--- config.mk ---
export PLATFORM = sky130hd
export DESIGN_NAME = spi_ctrl_top
export DESIGN_NICKNAME = d
export VERILOG_FILES = /design/src/spi_ctrl_pkg.sv /design/src/spi_ctrl_top.sv /design/src/miso_combiner.sv /design/src/periph_port_gate.sv /design/src/ctrl_reg_bank.sv /design/src/spi_frame_shifter.sv
export SDC_FILE = /design/constraint.sdc
export NUM_CORES = 1
export LEC_CHECK = 0
export ABC_AREA = 0
export BUFFER_PORTS_ARGS = -buffer_cell sky130_fd_sc_hd__buf_2
export CORE_MARGIN = 2
export CORE_UTILIZATION = 53
export DETAILED_ROUTE_END_ITERATION = 6
export GPL_ROUTABILITY_DRIVEN = 1
export HOLD_SLACK_MARGIN = 0.05
export PLACE_DENSITY = 0.82
export SKIP_LAST_GASP = 1
export SLEW_MARGIN = 20
export SYNTH_ARGS = -nofsm -noshare
export SYNTH_HDL_FRONTEND = slang
export SYNTH_SLANG_ARGS = --single-unit
--- constraint.sdc ---
create_clock -name clk -period 1.6 [get_ports clk]
set_clock_uncertainty 0.1 [all_clocks]
set_input_delay 0.32 -clock clk [delete_from_list [all_inputs] [get_ports clk]]
set_output_delay 0.32 -clock clk [all_outputs]
set_load 0.02 [all_outputs]
--- src/spi_ctrl_pkg.sv ---
package spi_ctrl_pkg;

  ////////////////////////////////////////
  // sizes

  // external peripherals: adc, dac, flash
  localparam int NUM_PORTS = 3;

  // internal register frame, addr byte then value byte
  localparam int FRAME_BITS = 16;
  localparam int ADDR_W = 8;
  localparam int VAL_W = FRAME_BITS - ADDR_W;

  // bit counter, must hold FRAME_BITS + 1 for saturation
  localparam int CNT_W = 5;

  localparam int LED_W = 4;

  // uni_bip_b, uni_bip_a, ldac
  localparam int DAC_W = 3;

  // filler so the register image is a full frame wide
  localparam int PAD_W = FRAME_BITS - NUM_PORTS - LED_W - DAC_W - 1;

  ////////////////////////////////////////
  // encodings

  // register map, anything else is dropped
  typedef enum logic [ADDR_W-1:0] {
    ADDR_LED     = 8'd7,
    ADDR_MUX     = 8'd8,
    ADDR_DAC     = 8'd9,
    ADDR_DAC_RST = 8'd10
  } reg_addr_e;

  // shifter FSM
  typedef enum logic [0:0] {
    SH_IDLE  = 1'b0,
    SH_SHIFT = 1'b1
  } shift_state_e;

  ////////////////////////////////////////
  // bundles

  // one received frame, msb first on the wire
  typedef struct packed {
    logic [ADDR_W-1:0] addr;
    logic [VAL_W-1:0]  val;
  } spi_frame_t;

  // latched register image
  typedef struct packed {
    logic [PAD_W-1:0]     pad;
    logic [NUM_PORTS-1:0] mux;
    logic [LED_W-1:0]     led;
    logic [DAC_W-1:0]     dac;
    logic                 dac_rst;
  } ctrl_regs_t;

endpackage
--- src/spi_ctrl_top.sv ---
module spi_ctrl_top (
  input  logic                                clk,
  input  logic                                arst_n,
  input  logic                                sclk,
  input  logic                                mosi,
  input  logic                                cs_n,
  input  logic                                special,
  output logic                                miso,
  output logic                                periph_sclk,
  output logic                                periph_mosi,
  output logic [spi_ctrl_pkg::NUM_PORTS-1:0]  periph_cs_n,
  input  logic [spi_ctrl_pkg::NUM_PORTS-1:0]  periph_miso,
  output logic [spi_ctrl_pkg::LED_W-1:0]      led,
  output logic [spi_ctrl_pkg::DAC_W-1:0]      dac_ctrl,
  output logic                                dac_rst
);

  // shifter to bank
  logic                     frame_valid;
  spi_ctrl_pkg::spi_frame_t frame;

  // bank to shifter
  logic [spi_ctrl_pkg::FRAME_BITS-1:0] rd_word;

  spi_ctrl_pkg::ctrl_regs_t regs;

  logic internal_miso;
  logic cs_idle;

  logic [spi_ctrl_pkg::NUM_PORTS-1:0] gated_miso;

  ////////////////////////////////////////
  // register side

  spi_frame_shifter u_shifter (
    .clk           (clk),
    .arst_n        (arst_n),
    .sclk          (sclk),
    .mosi          (mosi),
    .cs_n          (cs_n),
    .special       (special),
    .rd_word       (rd_word),
    .frame_valid   (frame_valid),
    .frame         (frame),
    .internal_miso (internal_miso),
    .cs_idle       (cs_idle)
  );

  ctrl_reg_bank u_reg_bank (
    .clk         (clk),
    .arst_n      (arst_n),
    .frame_valid (frame_valid),
    .frame       (frame),
    .regs        (regs),
    .rd_word     (rd_word)
  );

  // board pins, dac_ctrl is {uni_bip_b, uni_bip_a, ldac}
  assign led      = regs.led;
  assign dac_ctrl = regs.dac;
  assign dac_rst  = regs.dac_rst;

  ////////////////////////////////////////
  // peripheral side

  // clock and data shared by all ports
  assign periph_sclk = sclk;
  assign periph_mosi = mosi;

  // port 0 adc, 1 dac, 2 flash
  for (genvar k = 0; k < spi_ctrl_pkg::NUM_PORTS; k++)
  begin : g_port
    periph_port_gate u_gate (
      .clk         (clk),
      .arst_n      (arst_n),
      .sel         (regs.mux[k]),
      .cs_idle     (cs_idle),
      .special     (special),
      .cs_n        (cs_n),
      .periph_miso (periph_miso[k]),
      .periph_cs_n (periph_cs_n[k]),
      .gated_miso  (gated_miso[k])
    );
  end

  miso_combiner u_miso_comb (
    .special       (special),
    .internal_miso (internal_miso),
    .gated_miso    (gated_miso),
    .clk           (clk),
    .arst_n        (arst_n),
    .miso          (miso)
  );

endmodule

--- src/miso_combiner.sv ---
module miso_combiner (
  input  logic                               special,
  input  logic                               internal_miso,
  input  logic [spi_ctrl_pkg::NUM_PORTS-1:0] gated_miso,
  input  logic                               clk,
  input  logic                               arst_n,
  output logic                               miso
);

  // any enabled port, at most one drives
  logic port_miso;

  ////////////////////////////////////////
  // return path

  assign port_miso = |gated_miso;

  // register mode answers from the bank,
  // peripheral mode answers from the routed port
  always_comb
  begin
    if (special)
    begin
      miso = port_miso;
    end
    else
    begin
      miso = internal_miso;
    end
  end

  // single selected source, from bank check through port gates
  a_one_src: assert property (@(posedge clk) disable iff (!arst_n)
    $onehot0(gated_miso));

endmodule

--- src/periph_port_gate.sv ---
module periph_port_gate (
  input  logic clk,
  input  logic arst_n,
  input  logic sel,
  input  logic cs_idle,
  input  logic special,
  input  logic cs_n,
  input  logic periph_miso,
  output logic periph_cs_n,
  output logic gated_miso
);

  // routing enable for this port
  logic en;

  ////////////////////////////////////////
  // enable latch

  // reload only between peripheral transactions,
  // so a mux write never cuts a live transfer
  always_ff @(posedge clk or negedge arst_n)
  begin
    if (!arst_n)
    begin
      en <= 1'b0;
    end
    else if (cs_idle && special)
    begin
      en <= sel;
    end
  end

  ////////////////////////////////////////
  // pin gating

  // straight from the pins, keeps setup to first sclk
  assign periph_cs_n = !(en && special && !cs_n);

  // deselected ports read as zero for the or-tree
  assign gated_miso = periph_miso & en;

  // register mode must never select a peripheral
  a_cs_quiet: assert property (@(posedge clk) disable iff (!arst_n)
    !special |-> periph_cs_n);

endmodule

--- src/ctrl_reg_bank.sv ---
module ctrl_reg_bank (
  input  logic                                clk,
  input  logic                                arst_n,
  input  logic                                frame_valid,
  input  spi_ctrl_pkg::spi_frame_t            frame,
  output spi_ctrl_pkg::ctrl_regs_t            regs,
  output logic [spi_ctrl_pkg::FRAME_BITS-1:0] rd_word
);

  localparam int NP = spi_ctrl_pkg::NUM_PORTS;
  localparam int LW = spi_ctrl_pkg::LED_W;
  localparam int DW = spi_ctrl_pkg::DAC_W;

  spi_ctrl_pkg::ctrl_regs_t regs_q;

  // address of the last frame that took effect
  logic [spi_ctrl_pkg::ADDR_W-1:0] last_addr;

  logic [spi_ctrl_pkg::VAL_W-1:0] rd_val;

  // mux candidate and its one-hot check
  logic [NP-1:0] mux_val;
  logic [NP-1:0] mux_low;
  logic          mux_ok;

  assign mux_val = frame.val[NP-1:0];
  assign mux_low = mux_val - 1'b1;
  assign mux_ok  = (mux_val & mux_low) == '0;

  ////////////////////////////////////////
  // write decode

  always_ff @(posedge clk or negedge arst_n)
  begin
    if (!arst_n)
    begin
      regs_q    <= '0;
      last_addr <= '0;
    end
    else if (frame_valid)
    begin
      case (spi_ctrl_pkg::reg_addr_e'(frame.addr))
        spi_ctrl_pkg::ADDR_MUX:
        begin
          // two ports at once would fight on miso
          if (mux_ok)
          begin
            regs_q.mux <= mux_val;
            last_addr  <= frame.addr;
          end
        end
        spi_ctrl_pkg::ADDR_LED:
        begin
          // low nibble sets, high nibble clears, clear wins
          regs_q.led <= (regs_q.led | frame.val[LW-1:0]) & ~frame.val[2*LW-1:LW];
          last_addr  <= frame.addr;
        end
        spi_ctrl_pkg::ADDR_DAC:
        begin
          regs_q.dac <= frame.val[DW-1:0];
          last_addr  <= frame.addr;
        end
        spi_ctrl_pkg::ADDR_DAC_RST:
        begin
          regs_q.dac_rst <= frame.val[0];
          last_addr      <= frame.addr;
        end
        default:
        begin
          // unmapped address, nothing moves
        end
      endcase
    end
  end

  assign regs = regs_q;

  ////////////////////////////////////////
  // readback

  // current contents of the last written register
  always_comb
  begin
    rd_val = '0;
    case (spi_ctrl_pkg::reg_addr_e'(last_addr))
      spi_ctrl_pkg::ADDR_LED:     rd_val[LW-1:0] = regs_q.led;
      spi_ctrl_pkg::ADDR_MUX:     rd_val[NP-1:0] = regs_q.mux;
      spi_ctrl_pkg::ADDR_DAC:     rd_val[DW-1:0] = regs_q.dac;
      spi_ctrl_pkg::ADDR_DAC_RST: rd_val[0]      = regs_q.dac_rst;
      default:                    rd_val         = '0;
    endcase
  end

  assign rd_word = {last_addr, rd_val};

  // holds across every write sequence
  a_mux_onehot: assert property (@(posedge clk) disable iff (!arst_n)
    $onehot0(regs_q.mux));

endmodule

--- src/spi_frame_shifter.sv ---
module spi_frame_shifter (
  input  logic                                clk,
  input  logic                                arst_n,
  input  logic                                sclk,
  input  logic                                mosi,
  input  logic                                cs_n,
  input  logic                                special,
  input  logic [spi_ctrl_pkg::FRAME_BITS-1:0] rd_word,
  output logic                                frame_valid,
  output spi_ctrl_pkg::spi_frame_t            frame,
  output logic                                internal_miso,
  output logic                                cs_idle
);

  localparam int FB = spi_ctrl_pkg::FRAME_BITS;
  localparam logic [spi_ctrl_pkg::CNT_W-1:0] FULL_CNT = spi_ctrl_pkg::CNT_W'(FB);

  // sync stages, bit order {special, cs_n, mosi, sclk}
  logic [3:0] sync_q1;
  logic [3:0] sync_q2;

  logic sclk_s;
  logic mosi_s;
  logic cs_s;
  logic special_s;

  // previous synced levels for edge detect
  logic sclk_d;
  logic cs_d;

  logic sclk_rise;
  logic sclk_fall;
  logic cs_rise;
  logic cs_fall;

  spi_ctrl_pkg::shift_state_e state;
  logic [spi_ctrl_pkg::CNT_W-1:0] bit_cnt;

  logic [FB-1:0] in_sr;
  logic [FB-1:0] out_sr;

  ////////////////////////////////////////
  // pin sync and edges

  // cs_n resets high so nothing looks selected
  always_ff @(posedge clk or negedge arst_n)
  begin
    if (!arst_n)
    begin
      sync_q1 <= 4'b0100;
      sync_q2 <= 4'b0100;
      sclk_d  <= 1'b0;
      cs_d    <= 1'b1;
    end
    else
    begin
      sync_q1 <= {special, cs_n, mosi, sclk};
      sync_q2 <= sync_q1;
      sclk_d  <= sclk_s;
      cs_d    <= cs_s;
    end
  end

  assign sclk_s    = sync_q2[0];
  assign mosi_s    = sync_q2[1];
  assign cs_s      = sync_q2[2];
  assign special_s = sync_q2[3];

  assign sclk_rise = sclk_s & ~sclk_d;
  assign sclk_fall = ~sclk_s & sclk_d;
  assign cs_rise   = cs_s & ~cs_d;
  assign cs_fall   = ~cs_s & cs_d;

  // port gates only reload their enable while idle
  assign cs_idle = cs_s;

  ////////////////////////////////////////
  // frame FSM

  always_ff @(posedge clk or negedge arst_n)
  begin
    if (!arst_n)
    begin
      state       <= spi_ctrl_pkg::SH_IDLE;
      bit_cnt     <= '0;
      frame_valid <= 1'b0;
    end
    else
    begin
      frame_valid <= 1'b0;
      case (state)
        spi_ctrl_pkg::SH_IDLE:
        begin
          if (cs_fall)
          begin
            state   <= spi_ctrl_pkg::SH_SHIFT;
            bit_cnt <= '0;
          end
        end
        spi_ctrl_pkg::SH_SHIFT:
        begin
          if (cs_rise)
          begin
            state <= spi_ctrl_pkg::SH_IDLE;
            // exact length in register mode, else silently dropped
            frame_valid <= !special_s && (bit_cnt == FULL_CNT);
          end
          else if (sclk_rise && bit_cnt <= FULL_CNT)
          begin
            // saturates at FULL_CNT + 1
            bit_cnt <= bit_cnt + 1'b1;
          end
        end
        default:
        begin
          state <= spi_ctrl_pkg::SH_IDLE;
        end
      endcase
    end
  end

  ////////////////////////////////////////
  // data shift registers

  // mode 0, sample on rising sclk, msb first
  always_ff @(posedge clk)
  begin
    if (state == spi_ctrl_pkg::SH_SHIFT && sclk_rise)
    begin
      in_sr <= {in_sr[FB-2:0], mosi_s};
    end
  end

  assign frame = spi_ctrl_pkg::spi_frame_t'(in_sr);

  // readback word captured at select, advanced on falling sclk
  always_ff @(posedge clk)
  begin
    if (cs_fall)
    begin
      out_sr <= {rd_word[FB-2:0], 1'b0};
    end
    else if (state == spi_ctrl_pkg::SH_SHIFT && sclk_fall)
    begin
      out_sr <= {out_sr[FB-2:0], 1'b0};
    end
  end

  always_ff @(posedge clk or negedge arst_n)
  begin
    if (!arst_n)
    begin
      internal_miso <= 1'b0;
    end
    else if (cs_fall)
    begin
      // first bit goes out before any clock
      internal_miso <= rd_word[FB-1];
    end
    else if (state == spi_ctrl_pkg::SH_SHIFT && sclk_fall)
    begin
      internal_miso <= out_sr[FB-1];
    end
    else if (cs_rise)
    begin
      internal_miso <= 1'b0;
    end
  end

  // strobe only once cs_n is back high
  a_valid_idle: assert property (@(posedge clk) disable iff (!arst_n)
    frame_valid |-> cs_s);

endmodule

---- After elaboration in Yosys (flattened, before gate mapping) ----
Index checks and enable logic that the tools add are counted.
Widths: inputs -> output; s select.
operators by class
  magnitude comparators ................... 1
  mux-type cells .......................... 20
  reductions and logical operators ........ 28
  add/sub/neg operators ................... 2
  bitwise logic cells ..................... 16
  equal/unequal tests ..................... 13
operators with widths
  operator             number
  $eq 8x4->1 const B   6
  $mux 16              2
  $eq 8x3->1 const B   2
  $pmux 8 s2           1
  $mux 5               3
  $logic_and 1x1->1    11
  $pmux 5 s2           1
  $mux 1               9
  $reduce_and 3->1     3
  $mux 8               1
  $and 1x1->1          7
  $pmux 2 s3           1
  $reduce_and 2->1     3
  $reduce_or 3->1      2
  $add 5x1->5 const B  1
  $eq 5x5->1 const B   1
  $le 5x5->1 const B   1
  $logic_not 1->1      5
  $not 1->1            5
  $and 4x4->4          1
  $ne 2x1->1 const B   2
  $ne 2x2->1 const B   2
  $not 4->4            1
  $or 4x4->4           1
  7 further kinds      8
storage, ports and cells
  output and inout port bits .............. 14
  flip-flop bits (word level) ............. 71
  input bits .............................. 9
  word-level logic and storage cells ...... 99

---- Logic depth before layout (Yosys ltp) ----
Gate-level depths: netlist (run 1).
  word-level depth ........................ 6
  gate-level depth with buffers ........... 6
  mapped depth without buffers ............ 6

---- Cells and area by module ----
From an unflattened synthesis (run 1), not the netlist that was laid out.
second synthesis, totals
  cell total of the unflattened synthesis .. 229
  area total of the unflattened synthesis .. 3109.2 um^2
modules (own cells, without submodules)
  module             seq. area each (um^2)  area each (um^2)  times used  cells an instance
  spi_frame_shifter  1385.1                 1846.8            1           107
  ctrl_reg_bank      475.5                  1061.0            1           102
  periph_port_gate   25.0                   57.6              3           5
  spi_ctrl_top       0.0                    15.0              1           2
  miso_combiner      0.0                    13.8              1           3

---- Worst setup path before layout (run 1) ----
OpenSTA, ideal clock, no wires.
  kind .................................... flip-flop to flip-flop
  start ................................... register u_shifter.sync_q2[2]
  end ..................................... register u_shifter.out_sr[10] (enable)
  period minus slack after synthesis ...... 1.797 ns
  data arrival time ....................... 1.370 ns
  library setup time ...................... 0.327 ns
  path slack .............................. -0.197 ns
  cell stages (with the launch flop) ...... 6
  cells stage by stage .................... dfstp_2 > buf_2 > inv_1 > nand2_1 > clkbuf_1 > nand2_1
on the way
  longest elaborated chain between the ends .. 3
ends and longest elaborated chain
  what                         RTL line                  text
  start, declared              spi_frame_shifter.sv:20   logic [3:0] sync_q2;
  start signal, assigned       spi_frame_shifter.sv:58   sync_q2 <= sync_q1;
  $not 1->1                    spi_frame_shifter.sv:72   assign cs_fall = ~cs_s & cs_d;
  $and 1x1->1                  spi_frame_shifter.sv:72
  $reduce_bool 2->1 (no line)  n/a
  end signal, assigned         spi_frame_shifter.sv:141  out_sr <= {rd_word[FB-2:0], 1'b0};
  end signal, assigned         spi_frame_shifter.sv:145  out_sr <= {out_sr[FB-2:0], 1'b0};
  end, declared                spi_frame_shifter.sv:40   logic [FB-1:0] out_sr;
No other way between the ends.
A chain may end at the register's enable or synchronous reset.

---- Worst setup path after layout (run 1) ----
  start ................................... register g_port[1].u_gate.en
  end ..................................... output port miso
on the way
  longest elaborated chain between the ends .. 3
ends and longest elaborated chain
  what                    RTL line                text
  start, declared         periph_port_gate.sv:14  logic en;
  start signal, assigned  periph_port_gate.sv:29  en <= sel;
  $and 1x1->1             periph_port_gate.sv:40  assign gated_miso = periph_miso & en;
  $reduce_or 3->1         miso_combiner.sv:16     assign port_miso = |gated_miso;
  $mux 1                  miso_combiner.sv:22     if (special)
  end, declared           spi_ctrl_top.sv:8       output logic miso,
No other way between the ends.

==> results.toml, run 1 <==
[outcome]
outcome = "finished, violations left"
violations = "negative setup slack"

[routing]
ant_nets = 0
vias_per_cell = 6.22
wl_per_cell_um = 21.8
wl_mm = 8.41
drc = 0
drt_iter0_markers = 286
vias = 2395
first_pass_iters = 5

[hold_path]
hold_path_class = "flip-flop to flip-flop"

[timing]
fin_crit_sh = 1.21
tns_ns = -1.99
hold_ws_ns = 0.260
rsz0062_at_grt = "true"
drv_slew = 0
tightest_slew_ns = 0.471
clock.fmax_mhz = 517
hold_viol_final = 0
post-route-min-period_ns = 1.93
final-setup-viol-count = 22
layout_setup_ws_ns = -0.334
slew_headroom = 0.685

[finish]
utilization = 0.713
final_cells = 385
diodes = 0
drive_gt1_frac = 0.409
fin_nets = 319
syn_to_final_growth_pct = 30.9

[yosys]
synthTopCellsByArea = "dfrtp_1, edfxtp_1, mux2_2"
syn_area_sq_mm = 0.00296
async_flop_share = 0.563
synth_area_per_cell_sq_um = 12.3
synthMostInstantiatedCell = "dfrtp_1"
synth_top_area_frac = 0.313
seq_area_frac_synth = 0.640
netlist-cell-type-count = 49
syn_nets = 251
yosys.area.top_type = "dfrtp_1"
synth_warnings = 0
ys_seq_elements = 71
netlist_instances = 240
synth_commonest_cells = "dfrtp_1, nand2_1, edfxtp_1"
synthFlopType = "dfrtp_1"
synth-edff-count = 27

[floorplanning]
fp-row-count = 27
start_util = 0.544
die_x_um = 78.7
die_y_um = 78.7
pin_count = 23
die_area_sq_mm = 0.00620
core_sq_mm = 0.00544

[setup_path]
crit_fanout = 3
startpoint_type = "flip-flop"
cp_top_family = "compound AO/OA/AOI/OAI gates"
criticalPathCategory = "flip-flop to output port"
cp_cell_sequence = "a222oi_1 > a21oi_1 > buf_2"
crit_path_max_incr_delay_ns = 0.43
worst_path_max_delay_cell = "a222oi_1"
cp.arrival_ns = 1.51
critPathBufInv = 1
endpoint_kind = "output port"
worstPathRequired_ns = 1.18

[power]
finalPower_mw = 3.96
peakVddDrop_mv = 0.954
p_per_area_mw_per_mm2 = 1020
p_leak_nw = 1.68

[place]
gp_congestion = 0.862
portBuffers = 22
placed_cells = 353
hpwlAfterDp_mm = 4.19

[job]
cap_violations = 0

[grt]
grt_usage = 0.248
grt_pass1_wl_mm = 11.4
grt_antenna_before_repair = 0
grt_start_max_net_pins = 20
grt_pass1_vias = 2299
grt_overflow = 0

[clocking]
cts_buffers = 9
path_clk_slew_ns = 0.07
clock_sinks = 71
root_buffer = "clkbuf_8"
clock_latency_ns = 0.35
cts_tree = "done"
htreeDepth = 3
cts_buffer_depth = 2
cell usage in the layout, fill, tap and decap left out, types with 6 or more instances in the layout:
cell type	netlist	final
inv_1	9	7
o21ai_0	19	13
nor2_1	11	10
mux2_2	12	12
nand2_1	33	29
dfrtp_1	37	35
buf_2	3	22
edfxtp_1	27	27
buf_4	5	31
clkbuf_8	0	11
nand3_1	9	6
buf_6	0	6
cells by family (layout without fill, tap and decap cells):
family          count (synthesis)  count (layout)  share of synthesized area
flops                          71              71                      0.640
compound gates                 43              43                     0.0926
fa+ha+maj                       3               3                     0.0118
simple gates                   85              85                      0.156
buf+inv                        20              93                     0.0330
mux                            18              18                     0.0664
sequential cells by signal (all words and copies together) (netlist names):
name	flops
u_shifter.sclk_d	1
u_shifter.internal_miso	1
u_shifter.state	1
u_shifter.sync_q2	4
u_reg_bank.last_addr	8
u_shifter.sync_q1	4
u_shifter.frame_valid	1
u_shifter.cs_d	1
u_shifter.out_sr	15
u_reg_bank.regs	11
g_port.u_gate.en	3
u_shifter.frame	16
u_shifter.bit_cnt	5
timing repair:
action,4_1_cts,5_1_grt
hold buffers,5,0
pin swaps,5,16
setup endpoints to repair,18,32
resized for setup,13,31
endpoints found under the hold margin,20,0
setup buffers,6,6
routing by layer:
layer  part of all wire  global-route usage
met1               0.36               0.270
met2               0.51               0.450
met3              0.079              0.0693
met4              0.050               0.111
met5                  0                   0
cell type report:
| class | count | area [sq um] |
|---|---|---|
| flip-flops and latches | 71 | 1900 |
| fillers | 290 | 1560 |
| multi-input cells | 149 | 1120 |
| repair buffers | 68 | 541 |
| clock buffers | 14 | 184 |
| well taps | 72 | 90.1 |
| inverters | 9 | 33.8 |
| clock inverters | 2 | 12.5 |
metrics by stage:
stage	cell area (sq um)	setup WS [ns]
6_report	3880	-0.334
5_1_grt	3880	-0.345
4_1_cts	3730	-0.265
3_5_place_dp	3380	-0.0910
3_3_place_gp	3380	-0.0594
2_1_floorplan	2990	-0.123
final timing paths:
path / from / end / slack, ns / depth (start not counted)
hold reg to reg: u_shifter.sync_q1[3] / u_shifter.sync_q2[3] / 0.26 / 0
max in group asynchronous: arst_n / u_shifter.sync_q2[2] / 0.49 / 3
setup / recovery: g_port[1].u_gate.en / miso / -0.33 / 3
setup reg to reg: u_shifter.frame[1] / u_reg_bank.last_addr[3] / -0.18 / 4
hold / removal: u_shifter.sync_q1[3] / u_shifter.sync_q2[3] / 0.26 / 0
min in group asynchronous: arst_n / u_reg_bank.regs[9] / 0.38 / 2
worst register-to-register path: stages, from the launching register on:
cell	delay [ns]
edfxtp_1	0.42
o21ai_1	0.31
o211ai_1	0.27
a21oi_4	0.25
mux2_4	0.31
power breakdown:
| part | leakage, nW | switching [mW] | internal (mW) |
|---|---|---|---|
| clock | 0.0978 | 0.688 | 0.742 |
| sequential | 0.813 | 0.0736 | 1.97 |
| combinational | 0.765 | 0.243 | 0.237 |
| total | 1.68 | 1.01 | 2.95 |
Note: power is estimated with default switching activity, not from simulation.
==> run 2: changes to the inputs <==
--- a/config.mk
+++ b/config.mk
@@ -12,6 +12,7 @@
 export DETAILED_ROUTE_END_ITERATION = 6
 export GPL_ROUTABILITY_DRIVEN = 1
 export HOLD_SLACK_MARGIN = 0.05
+export MAX_ROUTING_LAYER = met4
 export PLACE_DENSITY = 0.82
 export SKIP_LAST_GASP = 1
 export SLEW_MARGIN = 20
==> run 2 against run 1 <==
Against the previous run: the flow still finishes with violations (negative setup slack); clock-buffer cell count unchanged; sequential power about the same; cell area rose by 0.39%; via count down 2.2%; worst hold slack about the same; non-clock buffer count did not move; setup slack gained 0.066 ns; first-iteration DRC count is 20% lower; register-to-register slack lost 0.03 ns; sequential share of layout area decreased by 0.19 points; critical path type unchanged; critical endpoint unchanged; largest cell class unchanged; largest power group unchanged; highest routed layer unchanged.
==> results.toml, run 2 (synthesis gave the netlist of run 1 again) <==
[routing]
first_pass_iters = 5
wl_per_cell_um = 21.6
wl_mm = 8.30
ant_nets = 0
wl_met1_mm = 3.25
met2_length_mm = 4.17
highest_layer = "met4"
dr_wl_met3_um = 500
drc = 0
drt_iter0_markers = 228
vias_per_cell = 6.09
vias = 2343

[grt]
grt_antenna_before_repair = 0
grt_pass1_wl_mm = 11.3
grt_usage = 0.255
grt_start_max_net_pins = 20
grt_pass1_vias = 2293
grt_overflow = 0

[finish]
final_common_cell = "dfrtp_1"
seq_area_sq_mm = 0.00190
diodes = 0
largest_reg_flops = 16
fillers = 285
syn_to_final_growth_pct = 31.4
design_area_sq_mm = 0.00389
final_cell_mix = "dfrtp_1, nand2_1, buf_4, edfxtp_1, buf_2"
multi_input_area_sq_mm = 0.00112
fin_nets = 319
drive_gt1_frac = 0.409

[floorplanning]
die_x_um = 78.7
die_y_um = 78.7
start_util = 0.544
die_area_sq_mm = 0.00620
fp-row-count = 27
pin_count = 23
core_sq_mm = 0.00544

[setup_path]
cp_cell_sequence = "a222oi_1 > a21oi_1 > buf_2"
crit_fanout = 3
reg2regPathDepth = 5
cp.depth = 3
endpoint_kind = "output port"
cp.arrival_ns = 1.45
crit_path_max_incr_delay_ns = 0.42
worst_path_max_delay_cell = "dfrtp_1"
startpoint_type = "flip-flop"
worstPathRequired_ns = 1.18
critPathBufInv = 1
cp_top_family = "compound AO/OA/AOI/OAI gates"
criticalPathCategory = "flip-flop to output port"

[clocking]
cts_buffer_depth = 2
root_buffer = "clkbuf_8"
clock_latency_ns = 0.35
path_clk_slew_ns = 0.08
cts_tree = "done"
htreeDepth = 3
cts_buffers = 9
clock_sinks = 71

[timing]
post-route-min-period_ns = 1.87
final-setup-viol-count = 24
slew_headroom = 0.690
drv_slew = 0
clock.fmax_mhz = 535
hold_viol_final = 0
tightest_slew_ns = 0.465
tns_ns = -2.37
fin_crit_sh = 1.17
rsz0062_at_grt = "true"
layout_setup_ws_ns = -0.268

[power]
peakVddDrop_mv = 1.19
p_per_area_mw_per_mm2 = 1020
p_leak_nw = 1.68

[place]
gp_congestion = 0.876
portBuffers = 22
hpwlAfterDp_mm = 4.19
placed_area_sq_mm = 0.00338

[job]
cap_violations = 0

[hold_path]
hold_depth = 0
hold_path_class = "flip-flop to flip-flop"

[outcome]
outcome = "finished, violations left"
violations = "negative setup slack"
run 2: cell counts in the layout (fill, tap and decap cells not counted):
No cell type changed its count.
run 2: power breakdown:
part | internal [mW] | switching (mW)
sequential | 1.97 | 0.0724
clock | 0.742 | 0.678
combinational | 0.239 | 0.246
run 2: worst paths after layout:
path,startpoint,endpoint,slack [ns]
worst max-delay path,g_port[1].u_gate.en,miso,-0.27
worst max register to register,u_shifter.frame[12],u_reg_bank.regs[10],-0.21
max in group asynchronous,arst_n,u_shifter.cs_d,0.51
min in group asynchronous,arst_n,u_shifter.bit_cnt[1],0.37
worst min-delay path,u_shifter.sync_q1[3],u_shifter.sync_q2[3],0.26
worst min register to register,u_shifter.sync_q1[3],u_shifter.sync_q2[3],0.26
run 2: what timing repair did:
action | in CTS | in global routing
hold buffers | 5 | 0
gates resized for setup | 13 | 35
pin swaps | 5 | 16
endpoints found under the setup margin | 18 | 32
hold endpoints to repair | 20 | 0
buffers inserted | 6 | 6
run 2: stage by stage:
| step | hold slack [ns] | power (mW) | util | setup slack [ns] | std cells |
|---|---|---|---|---|---|
| floorplan | -0.0756 | 2.25 | - | -0.123 | 240 |
| global placement | 0.186 | 2.40 | 0.622 | -0.0594 | 353 |
| detailed placement | 0.185 | 2.42 | 0.622 | -0.0910 | 353 |
| CTS | 0.257 | 3.83 | 0.686 | -0.265 | 380 |
| global route | 0.260 | 4.06 | 0.715 | -0.282 | 385 |
| finish | 0.260 | 3.95 | 0.715 | -0.268 | 385 |
run 2: cell type report:
class / instances / share of cell area
sequential: 71 / 0.488
timing repair buffer: 68 / 0.143
tap: 72 / 0.0232
inverter: 9 / 0.00868
clock buffer: 14 / 0.0473
multi-input combinational: 149 / 0.287
clock inverter: 2 / 0.00322
run 2: layer usage:
layer  up-vias  global-route usage
met1      1161               0.274
met4         0               0.111
met2       144               0.448
met3        41              0.0670
li1        997                   -
met5         -                   -
run 2: worst register-to-register path, delay by kind of cell (launching register included):
family | cells | cell delay [ns]
flops | 1 | 0.39
mux | 1 | 0.32
simple gates | 3 | 0.73
buf+inv | 1 | 0.14
==> run 3: changes to the inputs <==
==> constraint.sdc (replaced) <==
create_clock -name clk -period 1.5 [get_ports clk]
set_clock_uncertainty 0.1 [all_clocks]
set_input_delay 0.3 -clock clk [delete_from_list [all_inputs] [get_ports clk]]
set_output_delay 0.3 -clock clk [all_outputs]
set_load 0.02 [all_outputs]
==> run 3 against run 2 <==
Against the previous run: the run still ends with negative setup slack left; non-clock buffer count up 8; via count rose by 2.0%; combinational power is 47% higher; critical path depth is 1 higher; sequential cell count did not move; global-route usage about the same; worst hold slack improved by 0.0021 ns; sequential power up 6%; core utilization up 2.6 points; first-iteration DRC count grew 22%; routed wire length grew 3.8%; final cell count rose by 2.1%; critical path type is now flip-flop to flip-flop; largest power group unchanged.
==> results.toml, run 3 (synthesis gave the netlist of run 1 again) <==
[timing]
hold_viol_final = 0
final-setup-viol-count = 29
tightest_slew_ns = 0.482
hold_ws_ns = 0.262
rsz0062_at_grt = "true"
slew_headroom = 0.677
drv_slew = 0
clock.fmax_mhz = 551
layout_setup_ws_ns = -0.313
fin_crit_sh = 1.21
post-route-min-period_ns = 1.81

[place]
placed_area_sq_mm = 0.00345
hpwlAfterDp_mm = 4.20
gp_congestion = 0.834
portBuffers = 22

[finish]
drive_gt1_frac = 0.452
syn_to_final_growth_pct = 36.1
fillers = 274
design_area_sq_mm = 0.00403
final_common_cell = "buf_4"
final_cell_mix = "buf_4, dfrtp_1, nand2_1, edfxtp_1, buf_2"
fin_nets = 327
diodes = 0
largest_reg_flops = 16

[clocking]
cts_buffer_depth = 2
htreeDepth = 3
clock_latency_ns = 0.35
cts_buffers = 9
root_buffer = "clkbuf_8"
path_clk_slew_ns = 0.08
clock_sinks = 71
cts_tree = "done"

[routing]
drc = 0
first_pass_iters = 5
wl_mm = 8.61
vias = 2391
wl_per_cell_um = 21.9
drt_iter0_markers = 278
ant_nets = 0
vias_per_cell = 6.08

[outcome]
violations = "negative setup slack"
outcome = "finished, violations left"

[floorplanning]
pin_count = 23
die_area_sq_mm = 0.00620
die_y_um = 78.7
fp-row-count = 27
start_util = 0.544
die_x_um = 78.7
core_sq_mm = 0.00544

[power]
combPwrFrac = 0.156
swShare = 0.259
p_per_area_mw_per_mm2 = 1140
p_clk_frac = 0.370
finalPower_mw = 4.59
power.switching_mw = 1.19
p_leak_nw = 1.74
peakVddDrop_mv = 1.08
internal_power_mw = 3.40
p_seq_frac = 0.474

[setup_path]
endpoint_kind = "flip-flop"
criticalPathCategory = "flip-flop to flip-flop"
cp.arrival_ns = 1.95
startpoint_type = "flip-flop"
crit_fanout = 3
ff2ff_setup_slack_ns = -0.31
worstPathRequired_ns = 1.64

[grt]
grt_pass1_vias = 2230
grt_pass1_wl_mm = 11.4
grt_start_max_net_pins = 20
grt_usage = 0.255
grt_antenna_before_repair = 0
grt_overflow = 0

[job]
cap_violations = 0

[hold_path]
hold_path_class = "flip-flop to flip-flop"
-- run 3: power by group through the flow --
| stage | clock, mW | sequential, mW | combinational (mW) |
|---|---|---|---|
| CTS | 1.65 | 2.17 | 0.538 |
| finish | 1.70 | 2.18 | 0.715 |
| global placement | 0 | 2.19 | 0.403 |
| global route | 1.76 | 2.18 | 0.740 |
| floorplan | 0 | 2.18 | 0.221 |
| detailed placement | 0 | 2.20 | 0.420 |
-- run 3: what timing repair did --
action	4_1_cts	5_1_grt
setup buffers	4	10
pin swaps	14	9
hold buffers	5	0
endpoints found under the hold margin	17	0
gates cloned	0	0
endpoints found under the setup margin	47	48
gates resized for setup	26	32
-- run 3: layer usage --
metal,vias to the layer above,GRT usage,wire length (um)
li1,1018,-,-
met1,1167,0.321,3300
met2,176,0.413,4340
met3,30,0.0455,667
met4,0,0.107,303
met5,-,-,0
-- run 3: worst paths after layout --
| path | from | endpoint | cells past startpoint |
|---|---|---|---|
| max | u_shifter.frame[12] | u_reg_bank.last_addr[3] | 4 |
| min | u_shifter.sync_q1[2] | u_shifter.sync_q2[2] | 0 |
| max reg2reg | u_shifter.frame[12] | u_reg_bank.last_addr[3] | 4 |
| min reg2reg | u_shifter.sync_q1[2] | u_shifter.sync_q2[2] | 0 |
| max in group asynchronous | arst_n | u_shifter.state | 3 |
| min in group asynchronous | arst_n | g_port[2].u_gate.en | 2 |
-- run 3: metrics by stage --
stage                     setup WS, ns  setup TNS (ns)   util  cells
after floorplan                 -0.223          -0.418      -    240
after global placement          -0.161           -1.96  0.635    361
after detailed placement        -0.212           -3.53  0.635    361
after CTS                       -0.292           -3.83  0.707    386
after global routing            -0.346           -6.18  0.741    393
final                           -0.313           -5.07  0.741    393
-- run 3: cell type report --
| cell class | count | area (sq um) | area share |
|---|---|---|---|
| tap | 72 | 90.1 | 0.0224 |
| sequential | 71 | 1900 | 0.471 |
| inverter | 9 | 33.8 | 0.00838 |
| timing repair buffer | 76 | 612 | 0.152 |
| clock inverter | 7 | 95.1 | 0.0236 |
| multi-input combinational | 149 | 1180 | 0.292 |
| clock buffer | 9 | 124 | 0.0307 |
-- run 3: critical path, cell delays in order, from the launching register on --
cell and delay (ns):
edfxtp_1 0.44, or3_4 0.44, or2_4 0.26, a21oi_4 0.14, mux2_4 0.31
